<file path="src/hw/decoder_pkg.sv">
package decoder_pkg;

    localparam int ISR_W    = 16;
    localparam int EX_W     = 6;
    localparam int MODE_W   = 2;
    localparam int REG_W    = 3;
    localparam int NUM_REGS = 8;
    localparam int ALU_W    = 5;
    localparam int SHIFT_W  = 7;

    // Field positions inside the ISR
    localparam int EX_LSB     = 10;
    localparam int F_MODE_LSB = 8;
    localparam int F_REG_LSB  = 5;
    localparam int T_MODE_LSB = 3;
    localparam int T_REG_LSB  = 0;

    localparam logic [REG_W-1:0] REG_SP = 3'd6;   // R6, stack pointer
    localparam logic [REG_W-1:0] REG_PC = 3'd7;   // R7, program counter

    // Bit positions in alu_ctrl and shift_ctrl
    localparam int ALU_X = 4;
    localparam int ALU_Y = 3;
    localparam int ALU_Z = 2;
    localparam int ALU_U = 1;
    localparam int ALU_V = 0;

    localparam int SFT_A = 6;
    localparam int SFT_B = 5;
    localparam int SFT_C = 4;
    localparam int SFT_D = 3;
    localparam int SFT_E = 2;
    localparam int SFT_R = 1;
    localparam int SFT_L = 0;

    typedef enum logic [MODE_W-1:0] {
        D  = 2'd0,   // Register direct
        I  = 2'd1,   // Indirect
        MI = 2'd2,   // Pre-decrement indirect
        IP = 2'd3    // Post-increment indirect
    } addr_mode_t;

    typedef enum logic [3:0] {
        IF0 = 4'd0,
        IF1 = 4'd1,
        FF0 = 4'd2,
        FF1 = 4'd3,
        FF2 = 4'd4,
        TF0 = 4'd5,
        TF1 = 4'd6,
        EX0 = 4'd7,
        EX1 = 4'd8
    } phase_t;

    typedef struct packed {
        logic n;
        logic z;
        logic v;
        logic c;
    } psw_t;

    localparam logic [EX_W-1:0] OP_HLT = 6'b000000;
    localparam logic [EX_W-1:0] OP_CLR = 6'b000100;
    localparam logic [EX_W-1:0] OP_ASL = 6'b001000;
    localparam logic [EX_W-1:0] OP_ASR = 6'b001001;
    localparam logic [EX_W-1:0] OP_RLC = 6'b001010;
    localparam logic [EX_W-1:0] OP_RRC = 6'b001011;
    localparam logic [EX_W-1:0] OP_LSL = 6'b001100;
    localparam logic [EX_W-1:0] OP_LSR = 6'b001101;
    localparam logic [EX_W-1:0] OP_ROL = 6'b001110;
    localparam logic [EX_W-1:0] OP_ROR = 6'b001111;
    localparam logic [EX_W-1:0] OP_MOV = 6'b010000;
    localparam logic [EX_W-1:0] OP_JMP = 6'b010001;
    localparam logic [EX_W-1:0] OP_RET = 6'b010010;
    localparam logic [EX_W-1:0] OP_RIT = 6'b010011;
    localparam logic [EX_W-1:0] OP_ADD = 6'b010100;
    localparam logic [EX_W-1:0] OP_RJP = 6'b010101;
    localparam logic [EX_W-1:0] OP_ADC = 6'b010110;
    localparam logic [EX_W-1:0] OP_SUB = 6'b011000;
    localparam logic [EX_W-1:0] OP_SBC = 6'b011010;
    localparam logic [EX_W-1:0] OP_CMP = 6'b011011;
    localparam logic [EX_W-1:0] OP_OR  = 6'b100000;
    localparam logic [EX_W-1:0] OP_XOR = 6'b100001;
    localparam logic [EX_W-1:0] OP_AND = 6'b100010;
    localparam logic [EX_W-1:0] OP_BIT = 6'b100011;
    localparam logic [EX_W-1:0] OP_JSR = 6'b101100;
    localparam logic [EX_W-1:0] OP_RJS = 6'b101101;
    localparam logic [EX_W-1:0] OP_SVC = 6'b101110;
    localparam logic [EX_W-1:0] OP_BRN = 6'b110000;
    localparam logic [EX_W-1:0] OP_BRZ = 6'b110001;
    localparam logic [EX_W-1:0] OP_BRV = 6'b110010;
    localparam logic [EX_W-1:0] OP_BRC = 6'b110011;
    localparam logic [EX_W-1:0] OP_RBN = 6'b111000;
    localparam logic [EX_W-1:0] OP_RBZ = 6'b111001;
    localparam logic [EX_W-1:0] OP_RBV = 6'b111010;
    localparam logic [EX_W-1:0] OP_RBC = 6'b111011;

    typedef struct packed {
        logic shift;
        logic clr;
        logic mov;
        logic jmp;
        logic ret_rit;
        logic add_adc_rjp;
        logic sub_sbc;
        logic cmp;
        logic or_op;
        logic xor_op;
        logic and_op;
        logic bit_op;
        logic call;          // JSR or SVC
        logic rjs;
        logic br;
        logic rb;
        logic branch_taken;
    } op_class_t;

endpackage

</file>
<file path="src/hw/alu_shift_ctrl.sv">
`timescale 1ns/100ps

module alu_shift_ctrl import decoder_pkg::*; (
    input  phase_t             phase,
    input  addr_mode_t         f_mode,
    input  psw_t               psw,
    input  op_class_t          op_class,
    input  logic [EX_W-1:0]    ex_state,   // Picks single opcodes inside a class
    output logic [ALU_W-1:0]   alu_ctrl,
    output logic [SHIFT_W-1:0] shift_ctrl,
    output logic               shift_en,
    output logic               set_psw
);

    logic is_asr;
    logic is_rlc;
    logic is_rrc;
    logic is_lsr;
    logic is_rol;
    logic is_ror;
    logic is_adc;
    logic is_rjp;
    logic is_sub;
    logic is_sbc;
    logic pass_ph;    // Fetch phases that route bus A through the ALU
    logic pass_ops;

    assign is_asr = (ex_state == OP_ASR);
    assign is_rlc = (ex_state == OP_RLC);
    assign is_rrc = (ex_state == OP_RRC);
    assign is_lsr = (ex_state == OP_LSR);
    assign is_rol = (ex_state == OP_ROL);
    assign is_ror = (ex_state == OP_ROR);
    assign is_adc = (ex_state == OP_ADC);
    assign is_rjp = (ex_state == OP_RJP);
    assign is_sub = (ex_state == OP_SUB);
    assign is_sbc = (ex_state == OP_SBC);

    assign pass_ph = phase inside {IF0, IF1, FF0, FF2, TF0, TF1, EX1};

    assign pass_ops = op_class.mov || op_class.jmp || op_class.ret_rit ||
                      op_class.add_adc_rjp || op_class.sub_sbc || op_class.cmp ||
                      op_class.call || op_class.rjs || op_class.br;

    always_comb begin
        alu_ctrl   = '0;
        shift_ctrl = '0;
        shift_en   = 1'b0;
        set_psw    = 1'b0;
        if (phase == EX0) begin
            alu_ctrl[ALU_X] = op_class.sub_sbc || op_class.cmp;
            alu_ctrl[ALU_Y] = pass_ops;
            alu_ctrl[ALU_Z] = op_class.or_op || op_class.rb;
            alu_ctrl[ALU_U] = is_sub || op_class.cmp || ((is_adc || is_sbc) && psw.c);
            alu_ctrl[ALU_V] = pass_ops || op_class.xor_op || op_class.rb;

            shift_en          = op_class.shift;
            shift_ctrl[SFT_A] = is_asr;
            shift_ctrl[SFT_B] = is_rol;
            shift_ctrl[SFT_C] = is_lsr || is_rol || is_rlc;
            shift_ctrl[SFT_D] = is_ror;
            shift_ctrl[SFT_E] = is_rlc || is_rrc;        // Through carry
            shift_ctrl[SFT_R] = is_asr || is_ror || is_rrc;
            shift_ctrl[SFT_L] = is_asr || is_lsr || is_rol || is_rlc;

            set_psw = op_class.clr || op_class.shift || op_class.mov ||
                      (op_class.add_adc_rjp && !is_rjp) || op_class.sub_sbc ||
                      op_class.cmp || op_class.or_op || op_class.xor_op ||
                      op_class.and_op || op_class.bit_op;
        end else begin
            alu_ctrl[ALU_X] = (phase == FF0) && (f_mode == MI);   // Decrement
            alu_ctrl[ALU_Y] = pass_ph;
            alu_ctrl[ALU_U] = (phase == IF1) || (phase == TF1);   // Increment
            alu_ctrl[ALU_V] = pass_ph;
        end
    end

endmodule

</file>
<file path="src/hw/control_decoder.sv">
`timescale 1ns/100ps

module control_decoder import decoder_pkg::*; (
    input  logic                clk,
    input  logic                rst,
    input  logic                isr_valid,
    input  logic [ISR_W-1:0]    isr,
    input  phase_t              phase,
    input  psw_t                psw,
    output logic                ctrl_valid,
    output logic [NUM_REGS-1:0] src_sel,
    output logic [NUM_REGS-1:0] dst_sel,
    output logic [ALU_W-1:0]    alu_ctrl,
    output logic [SHIFT_W-1:0]  shift_ctrl,
    output logic                shift_en,
    output logic                set_psw
);

    logic                cap_valid;
    phase_t              cap_phase;
    psw_t                cap_psw;
    logic [EX_W-1:0]     ex_state;
    addr_mode_t          f_mode;
    logic [REG_W-1:0]    f_reg;
    addr_mode_t          t_mode;
    logic [REG_W-1:0]    t_reg;
    op_class_t           op_class;

    // Control word before the output register
    logic [NUM_REGS-1:0] next_src_sel;
    logic [NUM_REGS-1:0] next_dst_sel;
    logic [ALU_W-1:0]    next_alu_ctrl;
    logic [SHIFT_W-1:0]  next_shift_ctrl;
    logic                next_shift_en;
    logic                next_set_psw;

    isr_capture u_capture (
        .clk       (clk),
        .rst       (rst),
        .isr_valid (isr_valid),
        .isr       (isr),
        .phase     (phase),
        .psw       (psw),
        .cap_valid (cap_valid),
        .cap_phase (cap_phase),
        .cap_psw   (cap_psw),
        .ex_state  (ex_state),
        .f_mode    (f_mode),
        .f_reg     (f_reg),
        .t_mode    (t_mode),
        .t_reg     (t_reg)
    );

    op_decoder u_op_dec (
        .ex_state (ex_state),
        .psw      (cap_psw),
        .op_class (op_class)
    );

    reg_select u_reg_sel (
        .phase    (cap_phase),
        .f_mode   (f_mode),
        .f_reg    (f_reg),
        .t_mode   (t_mode),
        .t_reg    (t_reg),
        .op_class (op_class),
        .src_sel  (next_src_sel),
        .dst_sel  (next_dst_sel)
    );

    alu_shift_ctrl u_alu_shift (
        .phase      (cap_phase),
        .f_mode     (f_mode),
        .psw        (cap_psw),
        .op_class   (op_class),
        .ex_state   (ex_state),
        .alu_ctrl   (next_alu_ctrl),
        .shift_ctrl (next_shift_ctrl),
        .shift_en   (next_shift_en),
        .set_psw    (next_set_psw)
    );

    ctrl_output u_out (
        .clk             (clk),
        .rst             (rst),
        .word_valid      (cap_valid),
        .next_src_sel    (next_src_sel),
        .next_dst_sel    (next_dst_sel),
        .next_alu_ctrl   (next_alu_ctrl),
        .next_shift_ctrl (next_shift_ctrl),
        .next_shift_en   (next_shift_en),
        .next_set_psw    (next_set_psw),
        .ctrl_valid      (ctrl_valid),
        .src_sel         (src_sel),
        .dst_sel         (dst_sel),
        .alu_ctrl        (alu_ctrl),
        .shift_ctrl      (shift_ctrl),
        .shift_en        (shift_en),
        .set_psw         (set_psw)
    );

endmodule

</file>
<file path="src/hw/ctrl_output.sv">
`timescale 1ns/100ps

module ctrl_output import decoder_pkg::*; (
    input  logic                clk,
    input  logic                rst,
    input  logic                word_valid,
    input  logic [NUM_REGS-1:0] next_src_sel,
    input  logic [NUM_REGS-1:0] next_dst_sel,
    input  logic [ALU_W-1:0]    next_alu_ctrl,
    input  logic [SHIFT_W-1:0]  next_shift_ctrl,
    input  logic                next_shift_en,
    input  logic                next_set_psw,
    output logic                ctrl_valid,
    output logic [NUM_REGS-1:0] src_sel,
    output logic [NUM_REGS-1:0] dst_sel,
    output logic [ALU_W-1:0]    alu_ctrl,
    output logic [SHIFT_W-1:0]  shift_ctrl,
    output logic                shift_en,
    output logic                set_psw
);

    always_ff @(posedge clk) begin
        if (rst) begin
            ctrl_valid <= 1'b0;
            src_sel    <= '0;
            dst_sel    <= '0;
            alu_ctrl   <= '0;
            shift_ctrl <= '0;
            shift_en   <= 1'b0;
            set_psw    <= 1'b0;
        end else begin
            ctrl_valid <= word_valid;
            if (word_valid) begin   // Word holds between strobes
                src_sel    <= next_src_sel;
                dst_sel    <= next_dst_sel;
                alu_ctrl   <= next_alu_ctrl;
                shift_ctrl <= next_shift_ctrl;
                shift_en   <= next_shift_en;
                set_psw    <= next_set_psw;
            end
        end
    end

endmodule

</file>
<file path="src/hw/isr_capture.sv">
`timescale 1ns/100ps

module isr_capture import decoder_pkg::*; (
    input  logic             clk,
    input  logic             rst,
    input  logic             isr_valid,
    input  logic [ISR_W-1:0] isr,
    input  phase_t           phase,
    input  psw_t             psw,
    output logic             cap_valid,
    output phase_t           cap_phase,
    output psw_t             cap_psw,
    output logic [EX_W-1:0]  ex_state,
    output addr_mode_t       f_mode,
    output logic [REG_W-1:0] f_reg,
    output addr_mode_t       t_mode,
    output logic [REG_W-1:0] t_reg
);

    logic [ISR_W-1:0] isr_q;

    always_ff @(posedge clk) begin
        if (rst) begin
            cap_valid <= 1'b0;
        end else begin
            cap_valid <= isr_valid;
        end
    end

    // Held until the next strobe
    always_ff @(posedge clk) begin
        if (isr_valid) begin
            isr_q     <= isr;
            cap_phase <= phase;
            cap_psw   <= psw;
        end
    end

    assign ex_state = isr_q[EX_LSB +: EX_W];
    assign f_mode   = addr_mode_t'(isr_q[F_MODE_LSB +: MODE_W]);   // Source operand
    assign f_reg    = isr_q[F_REG_LSB +: REG_W];
    assign t_mode   = addr_mode_t'(isr_q[T_MODE_LSB +: MODE_W]);   // Destination operand
    assign t_reg    = isr_q[T_REG_LSB +: REG_W];

endmodule

</file>
<file path="src/hw/op_decoder.sv">
`timescale 1ns/100ps

module op_decoder import decoder_pkg::*; (
    input  logic [EX_W-1:0] ex_state,
    input  psw_t            psw,
    output op_class_t       op_class
);

    logic tested_flag;

    // Low two opcode bits pick the flag of a conditional branch
    always_comb begin
        case (ex_state[1:0])
            2'd0:    tested_flag = psw.n;
            2'd1:    tested_flag = psw.z;
            2'd2:    tested_flag = psw.v;
            default: tested_flag = psw.c;
        endcase
    end

    // HLT and the NOP range fall through with every flag low
    always_comb begin
        op_class = '0;

        op_class.shift = (ex_state == OP_ASL) || (ex_state == OP_ASR) ||
                         (ex_state == OP_RLC) || (ex_state == OP_RRC) ||
                         (ex_state == OP_LSL) || (ex_state == OP_LSR) ||
                         (ex_state == OP_ROL) || (ex_state == OP_ROR);

        op_class.clr     = (ex_state == OP_CLR);
        op_class.mov     = (ex_state == OP_MOV);
        op_class.jmp     = (ex_state == OP_JMP);
        op_class.ret_rit = (ex_state == OP_RET) || (ex_state == OP_RIT);

        op_class.add_adc_rjp = (ex_state == OP_ADD) || (ex_state == OP_ADC) ||
                               (ex_state == OP_RJP);
        op_class.sub_sbc     = (ex_state == OP_SUB) || (ex_state == OP_SBC);
        op_class.cmp         = (ex_state == OP_CMP);

        op_class.or_op  = (ex_state == OP_OR);
        op_class.xor_op = (ex_state == OP_XOR);
        op_class.and_op = (ex_state == OP_AND);
        op_class.bit_op = (ex_state == OP_BIT);

        op_class.call = (ex_state == OP_JSR) || (ex_state == OP_SVC);
        op_class.rjs  = (ex_state == OP_RJS);

        op_class.br = (ex_state == OP_BRN) || (ex_state == OP_BRZ) ||
                      (ex_state == OP_BRV) || (ex_state == OP_BRC);
        op_class.rb = (ex_state == OP_RBN) || (ex_state == OP_RBZ) ||
                      (ex_state == OP_RBV) || (ex_state == OP_RBC);

        op_class.branch_taken = (op_class.br || op_class.rb) && tested_flag;
    end

endmodule

</file>
<file path="src/hw/reg_select.sv">
`timescale 1ns/100ps

module reg_select import decoder_pkg::*; (
    input  phase_t              phase,
    input  addr_mode_t          f_mode,
    input  logic [REG_W-1:0]    f_reg,
    input  addr_mode_t          t_mode,
    input  logic [REG_W-1:0]    t_reg,
    input  op_class_t           op_class,
    output logic [NUM_REGS-1:0] src_sel,
    output logic [NUM_REGS-1:0] dst_sel
);

    function automatic logic [NUM_REGS-1:0] onehot(input logic [REG_W-1:0] num);
        onehot = NUM_REGS'(1) << num;
    endfunction

    logic writes_t;   // Result goes back to a direct destination register

    assign writes_t = (t_mode == D) &&
                      (op_class.shift  || op_class.clr    || op_class.mov ||
                       op_class.add_adc_rjp || op_class.or_op ||
                       op_class.xor_op || op_class.and_op);

    // Bus A read select
    always_comb begin
        src_sel = '0;
        case (phase)
            IF0, IF1: src_sel = onehot(REG_PC);
            FF0:      src_sel = onehot(f_reg);
            FF1: begin
                if (f_mode == IP) src_sel = onehot(f_reg);   // Address bump
            end
            TF0:      src_sel = onehot(t_reg);
            TF1: begin
                if (t_mode == IP) src_sel = onehot(t_reg);
            end
            EX0: begin
                if (op_class.ret_rit) src_sel = onehot(REG_SP);
            end
            EX1: begin
                if (op_class.rjs) src_sel = onehot(REG_PC);
            end
            default: src_sel = '0;
        endcase
    end

    // Store select
    always_comb begin
        dst_sel = '0;
        case (phase)
            IF1: dst_sel = onehot(REG_PC);   // PC increment
            FF0: dst_sel = onehot(f_reg);
            FF1: begin
                if (f_mode == IP) dst_sel = onehot(f_reg);
            end
            TF1: begin
                if (t_mode == IP) dst_sel = onehot(t_reg);
            end
            EX0: begin
                if (writes_t) begin
                    dst_sel = onehot(t_reg);
                end else if (op_class.jmp || op_class.ret_rit || op_class.branch_taken) begin
                    dst_sel = onehot(REG_PC);
                end
            end
            EX1: begin
                if (op_class.call || op_class.rjs) dst_sel = onehot(REG_PC);
            end
            default: dst_sel = '0;
        endcase
    end

endmodule

</file>
<file path="config.mk">
export PLATFORM = sky130hd
export DESIGN_NAME = control_decoder
export DESIGN_NICKNAME = d
export VERILOG_FILES = /design/src/hw/decoder_pkg.sv /design/src/hw/alu_shift_ctrl.sv /design/src/hw/control_decoder.sv /design/src/hw/ctrl_output.sv /design/src/hw/isr_capture.sv /design/src/hw/op_decoder.sv /design/src/hw/reg_select.sv
export SDC_FILE = /design/constraint.sdc
export NUM_CORES = 1
export LEC_CHECK = 0
export ABC_AREA = 1
export BUFFER_PORTS_ARGS = -buffer_cell sky130_fd_sc_hd__clkbuf_2
export CORE_UTILIZATION = 45
export CTS_BUF_LIST = sky130_fd_sc_hd__clkbuf_4
export DETAILED_ROUTE_END_ITERATION = 8
export PLACE_DENSITY = 0.67
export SYNTH_ARGS = -nofsm -noshare
export SYNTH_HDL_FRONTEND = slang
export SYNTH_HIERARCHICAL = 1
export SYNTH_SLANG_ARGS = --single-unit
</file>
<file path="constraint.sdc">
create_clock -name clk -period 2.72 [get_ports clk]
set_input_delay 0.272 -clock clk [delete_from_list [all_inputs] [get_ports clk]]
set_output_delay 0.272 -clock clk [all_outputs]
set_load 0.05 [all_outputs]
</file>
Word level (Yosys, flattened, before mapping) --
Cells that the tools add are included.
Cells by class: reduce and logical (&&, ||, !) cells 70, equality and inequality tests 47, shifts and indexed selects 2, multiplexer cells 16
Operators with widths (count):
- equality test 6 bit (second input constant) | 15
- equality test 6 x 5 -> 1 bit (second input constant) | 10
- logical OR 1 bit | 59
- one-hot mux 8 bit (7 select lines) | 1
- equality test 6 x 4 -> 1 bit (second input constant) | 8
- two-way mux 8 bit | 6
- one-hot mux 8 bit (6 select lines) | 1
- equality test 4 x 3 -> 1 bit (second input constant) | 4
- left shift 1 x 3 -> 8 bit (first input constant) | 2
- two-way mux 7 bit | 2
- equality test 2 bit (second input constant) | 4
- equality test 4 x 2 -> 1 bit (second input constant) | 2
- nonzero test 7 bit | 1
- equality test 6 x 3 -> 1 bit (second input constant) | 1
- logical AND 1 bit | 5
- equality test 4 x 1 -> 1 bit (second input constant) | 1
- equality test 4 bit (second input constant) | 1
- zero test 2 bit | 2
- zero test 4 bit | 1
- two-way mux 2 bit | 2
- two-way mux 1 bit | 3
- one-hot mux 1 bit (3 select lines) | 1
- equality test 2 x 1 -> 1 bit (second input constant) | 1
- OR reduction 2 bit | 1
- zero test 1 bit | 1
Storage, ports and cells: output and inout port bits 31, word-level logic and storage cells 149, bits of input ports 27, register bits 56

Longest topological paths before layout --
depth after elaboration 18, gate-level depth with buffers 15, gate-level depth less buffers 15

By module --
The synthesis kept the hierarchy.
Modules (own cells, without submodules):
- ctrl_output | seq. area each 620.6 um2, area an instance 1307.5 um2, cells each 194, instances 1
- isr_capture | seq. area each 740.7 um2, area an instance 750.7 um2, cells each 27, instances 1
- reg_select | seq. area each 0.0 um2, area an instance 501.7 um2, cells each 106, instances 1
- alu_shift_ctrl | seq. area each 0.0 um2, area an instance 352.8 um2, cells each 77, instances 1
- op_decoder | seq. area each 0.0 um2, area an instance 203.9 um2, cells each 46, instances 1

Worst setup path before layout --
OpenSTA, ideal clock, no wires.
path kind flip-flop to flip-flop, start point register u_capture.isr_q[15], end point register u_out.dst_sel[3], setup time 0.064 ns, period minus slack after synthesis 1.710 ns, path buffers 0, stages on the path, launching flop included 14, data required time 2.656 ns, setup slack 1.010 ns, arrival 1.646 ns, path through edfxtp_1 > inv_1 > nand2_1 > nor3b_1 > nor2_1 > nand2_1 > inv_1 > nand2_1 > nand3_4 > o21ai_1 > inv_1 > nand2_1 > nand2_1 > nor2_1
RTL lines:
- from (decl) | line isr_capture.sv:20 | logic [ISR_W-1:0] isr_q;
- from (signal assigned) | line isr_capture.sv:33 | isr_q <= isr;
- to (signal assigned) | line ctrl_output.sv:35 | dst_sel <= next_dst_sel;
- to (decl) | line ctrl_output.sv:15 | output logic [NUM_REGS-1:0] dst_sel,

==> metrics.csv <==
stage;metric;value;unit
pwr;total_leakage_power;0.00158;uW
yosys;syn_area_per_cell;6.93;um^2
clocking;clock-sinks;56;
yosys;ys.flop_type;dfxtp_1;
yosys;yosys_warnings;6;
yosys;synthCells;450;
yosys;synth_cell_types;28;
die;initial_utilization;0.477;
routing;antenna_left;0;
yosys;synthTopCellsByCount;113 x nor2_1, 103 x nand2_1, 67 x inv_1, 32 x dfxtp_1;
setup_path;timing.setup.critical_path_class;reg2reg;
clocking;clk_latency;0.39;ns
grt;antenna_found_initial;0;
clocking;clk_path_buf_depth;2;
min_path;hp-class;in2reg;
routing;wl_per_cell;10.7;um
yosys;synth_top_area_cell;edfxtp_1;
yosys;netlist_area;0.00312;mm^2
layout;finish.utilization;0.528;
placement;port_buffers;57;
sta;slew_headroom;0.331;
sta;fin_crit_sh;0.748;
setup_path;worst_ep_arrival_time;2.39;ns
layout;fin_nets;531;
clocking;cts_root_buffer;clkbuf_4;
placement;numPlacedInstances;574;
clocking;cts_setup_buffers;0;
routing;drt-pass1-iter-count;4;
yosys;synth_edf_count;24;
sta;fin_skew;0.0273;ns
setup_path;required;3.07;ns
layout;n_fill_cell;666;
grt;grt_pass1_wl;10900;um
outcome;outcome;finished, final reports clean;
routing;detailroute.via_count;2805;
yosys;synth_top_cell_area_share;0.231;
routing;route.detailed.drc;0;
routing;drt_wl_total;6220;um
clocking;post_cts_resized;0;
sta;maxSlewViolCount;0;
die;die_width;85.2;um
die;die_area;0.00726;mm^2
sta;worst_pin_slew;1.00;ns
sta;timing.fmax;0.491;GHz
clocking;cts.htree.levels;2;
sta;setup_viol;0;
sta;fin_ws;0.685;ns
layout;final_cells;582;
pwr;powerDensity;498;mW/mm^2
die;die_h;85.2;um
layout;synthToLayoutAreaGrowth;10.6;%
grt;grt_pass1_vias;2453;
clocking;cts_buffers;5;
yosys;ys_seq_area_frac;0.437;
layout;drive_above_1_share;0.168;
clocking;cts_tree;yes;
yosys;yosys.cell_count.top_type;nor2_1;
setup_path;worst_setup_path_end_kind;flop;
pwr;ir_drop;0.000217;V
clocking;holdBufCountCts;0;
run;cap_violations;0;
yosys;synth_fp_nets;477;
sta;hold_ws;0.0504;ns
placement;pre_cts_slack;0.699;ns
routing;drt_iter0_drc;177;
yosys;synth-async-reset-ratio;0;
yosys;ys_top_cells_by_area;edfxtp_1 23%, dfxtp_1 21%, nor2_1 14%;
grt;grt_overflow;0;
setup_path;start_kind;flop;
grt;grtUsageTotal;0.186;
sta;period_needed;2.04;ns
die;core_area;0.00653;mm^2
sta;hold_violations;0;
placement;dp_hpwl;4730;um
sta;tns;0;ns
grt;grt_max_degree;62;
die;core.rowCount;29;
clocking;clk_pin_slew_worst_paths;0.18;ns
sta;rsz0062_at_grt;false;
setup_path;cp_max_fo;7;
placement;place.gp.congestion;0.960;
yosys;ys_ff_latch;56;
routing;avgViaCountPerCell;4.82;
layout;diodes;0;
die;io_pins;58;
## flip-flops by register name (all words and copies together) (netlist names)
name / cells
u_out/dst_sel: 8
u_out/set_psw: 1
u_capture/cap_phase: 4
u_out/shift_en: 1
u_out/src_sel: 8
u_capture/cap_valid: 1
u_capture/isr_q: 16
u_out/alu_ctrl: 5
u_out/ctrl_valid: 1
u_capture/cap_psw: 4
u_out/shift_ctrl: 7
## cell type report
cell class,count,area (um^2),share of cell area
repair buffers,57,285,0.0828
clock buffers,5,37.5,0.0109
inverters,72,270,0.0784
well taps,77,96.3,0.0279
clock inverters,3,22.5,0.00653
multi-input cells,312,1370,0.398
flip-flops and latches,56,1360,0.395
## worst max-delay path, stage by stage (launching register included)
cell and delay, ns:
edfxtp_1 0.54, inv_1 0.11, nand2_1 0.13, nor3b_1 0.37, nor2_1 0.07, nand2_1 0.09, inv_1 0.04, nand2_1 0.11
nand3_4 0.12, o21ai_1 0.16, inv_1 0.05, nand2_1 0.05, nand2_1 0.06, nor2_1 0.11
## power breakdown
part           leakage [uW]  internal (uW)  switching [uW]
Combinational       0.00105           99.5             245
Clock             0.0000317            103             268
Sequential         0.000498            938            63.8
## path summary, 6_finish.rpt
check / cells past startpoint / slack (ns) / startpoint / end
max: 13 / 0.68 / u_capture/isr_q[15]$_DFFE_PP_ / u_out/dst_sel[0]$_SDFFE_PP0P_
min: 2 / 0.05 / rst / u_capture/cap_valid$_SDFF_PP0_
max reg2reg: 13 / 0.68 / u_capture/isr_q[15]$_DFFE_PP_ / u_out/dst_sel[0]$_SDFFE_PP0P_
min reg2reg: 2 / 0.48 / u_out/shift_en$_SDFFE_PP0P_ / u_out/shift_en$_SDFFE_PP0P_
## layer usage
layer / global-route usage / routed length (um) / vias to the layer above
li1: - / - / 1500
met1: 0.271 / 3160 / 1203
met2: 0.273 / 2560 / 89
met3: 0.0428 / 398 / 13
met4: 0.0586 / 102 / 0
met5: 0 / 0 / -
## through the flow
stage	area, um^2	total power [uW]
after floorplan	3120	1280
after global placement	3390	1360
after detailed placement	3390	1360
after CTS	3450	1740
after global routing	3450	1820
final	3450	1720
## cells by family after synthesis
family,count (synthesis),share of synthesized area
AND/OR/NAND/NOR,280,0.389
buffers and inverters,82,0.123
flip-flops,56,0.437
AO/OA/AOI/OAI,32,0.0514
## layout by cell type, fill, tap and decap left out, types with 10 or more instances in the layout
master / count
nor2_1: 113
nand2_1: 103
inv_1: 67
clkbuf_2: 57
dfxtp_1: 31
nand3_1: 24
edfxtp_1: 24
nor3_1: 14
o21ai_1: 13
o21ai_0: 10
Power figures use the tool's default switching activity.
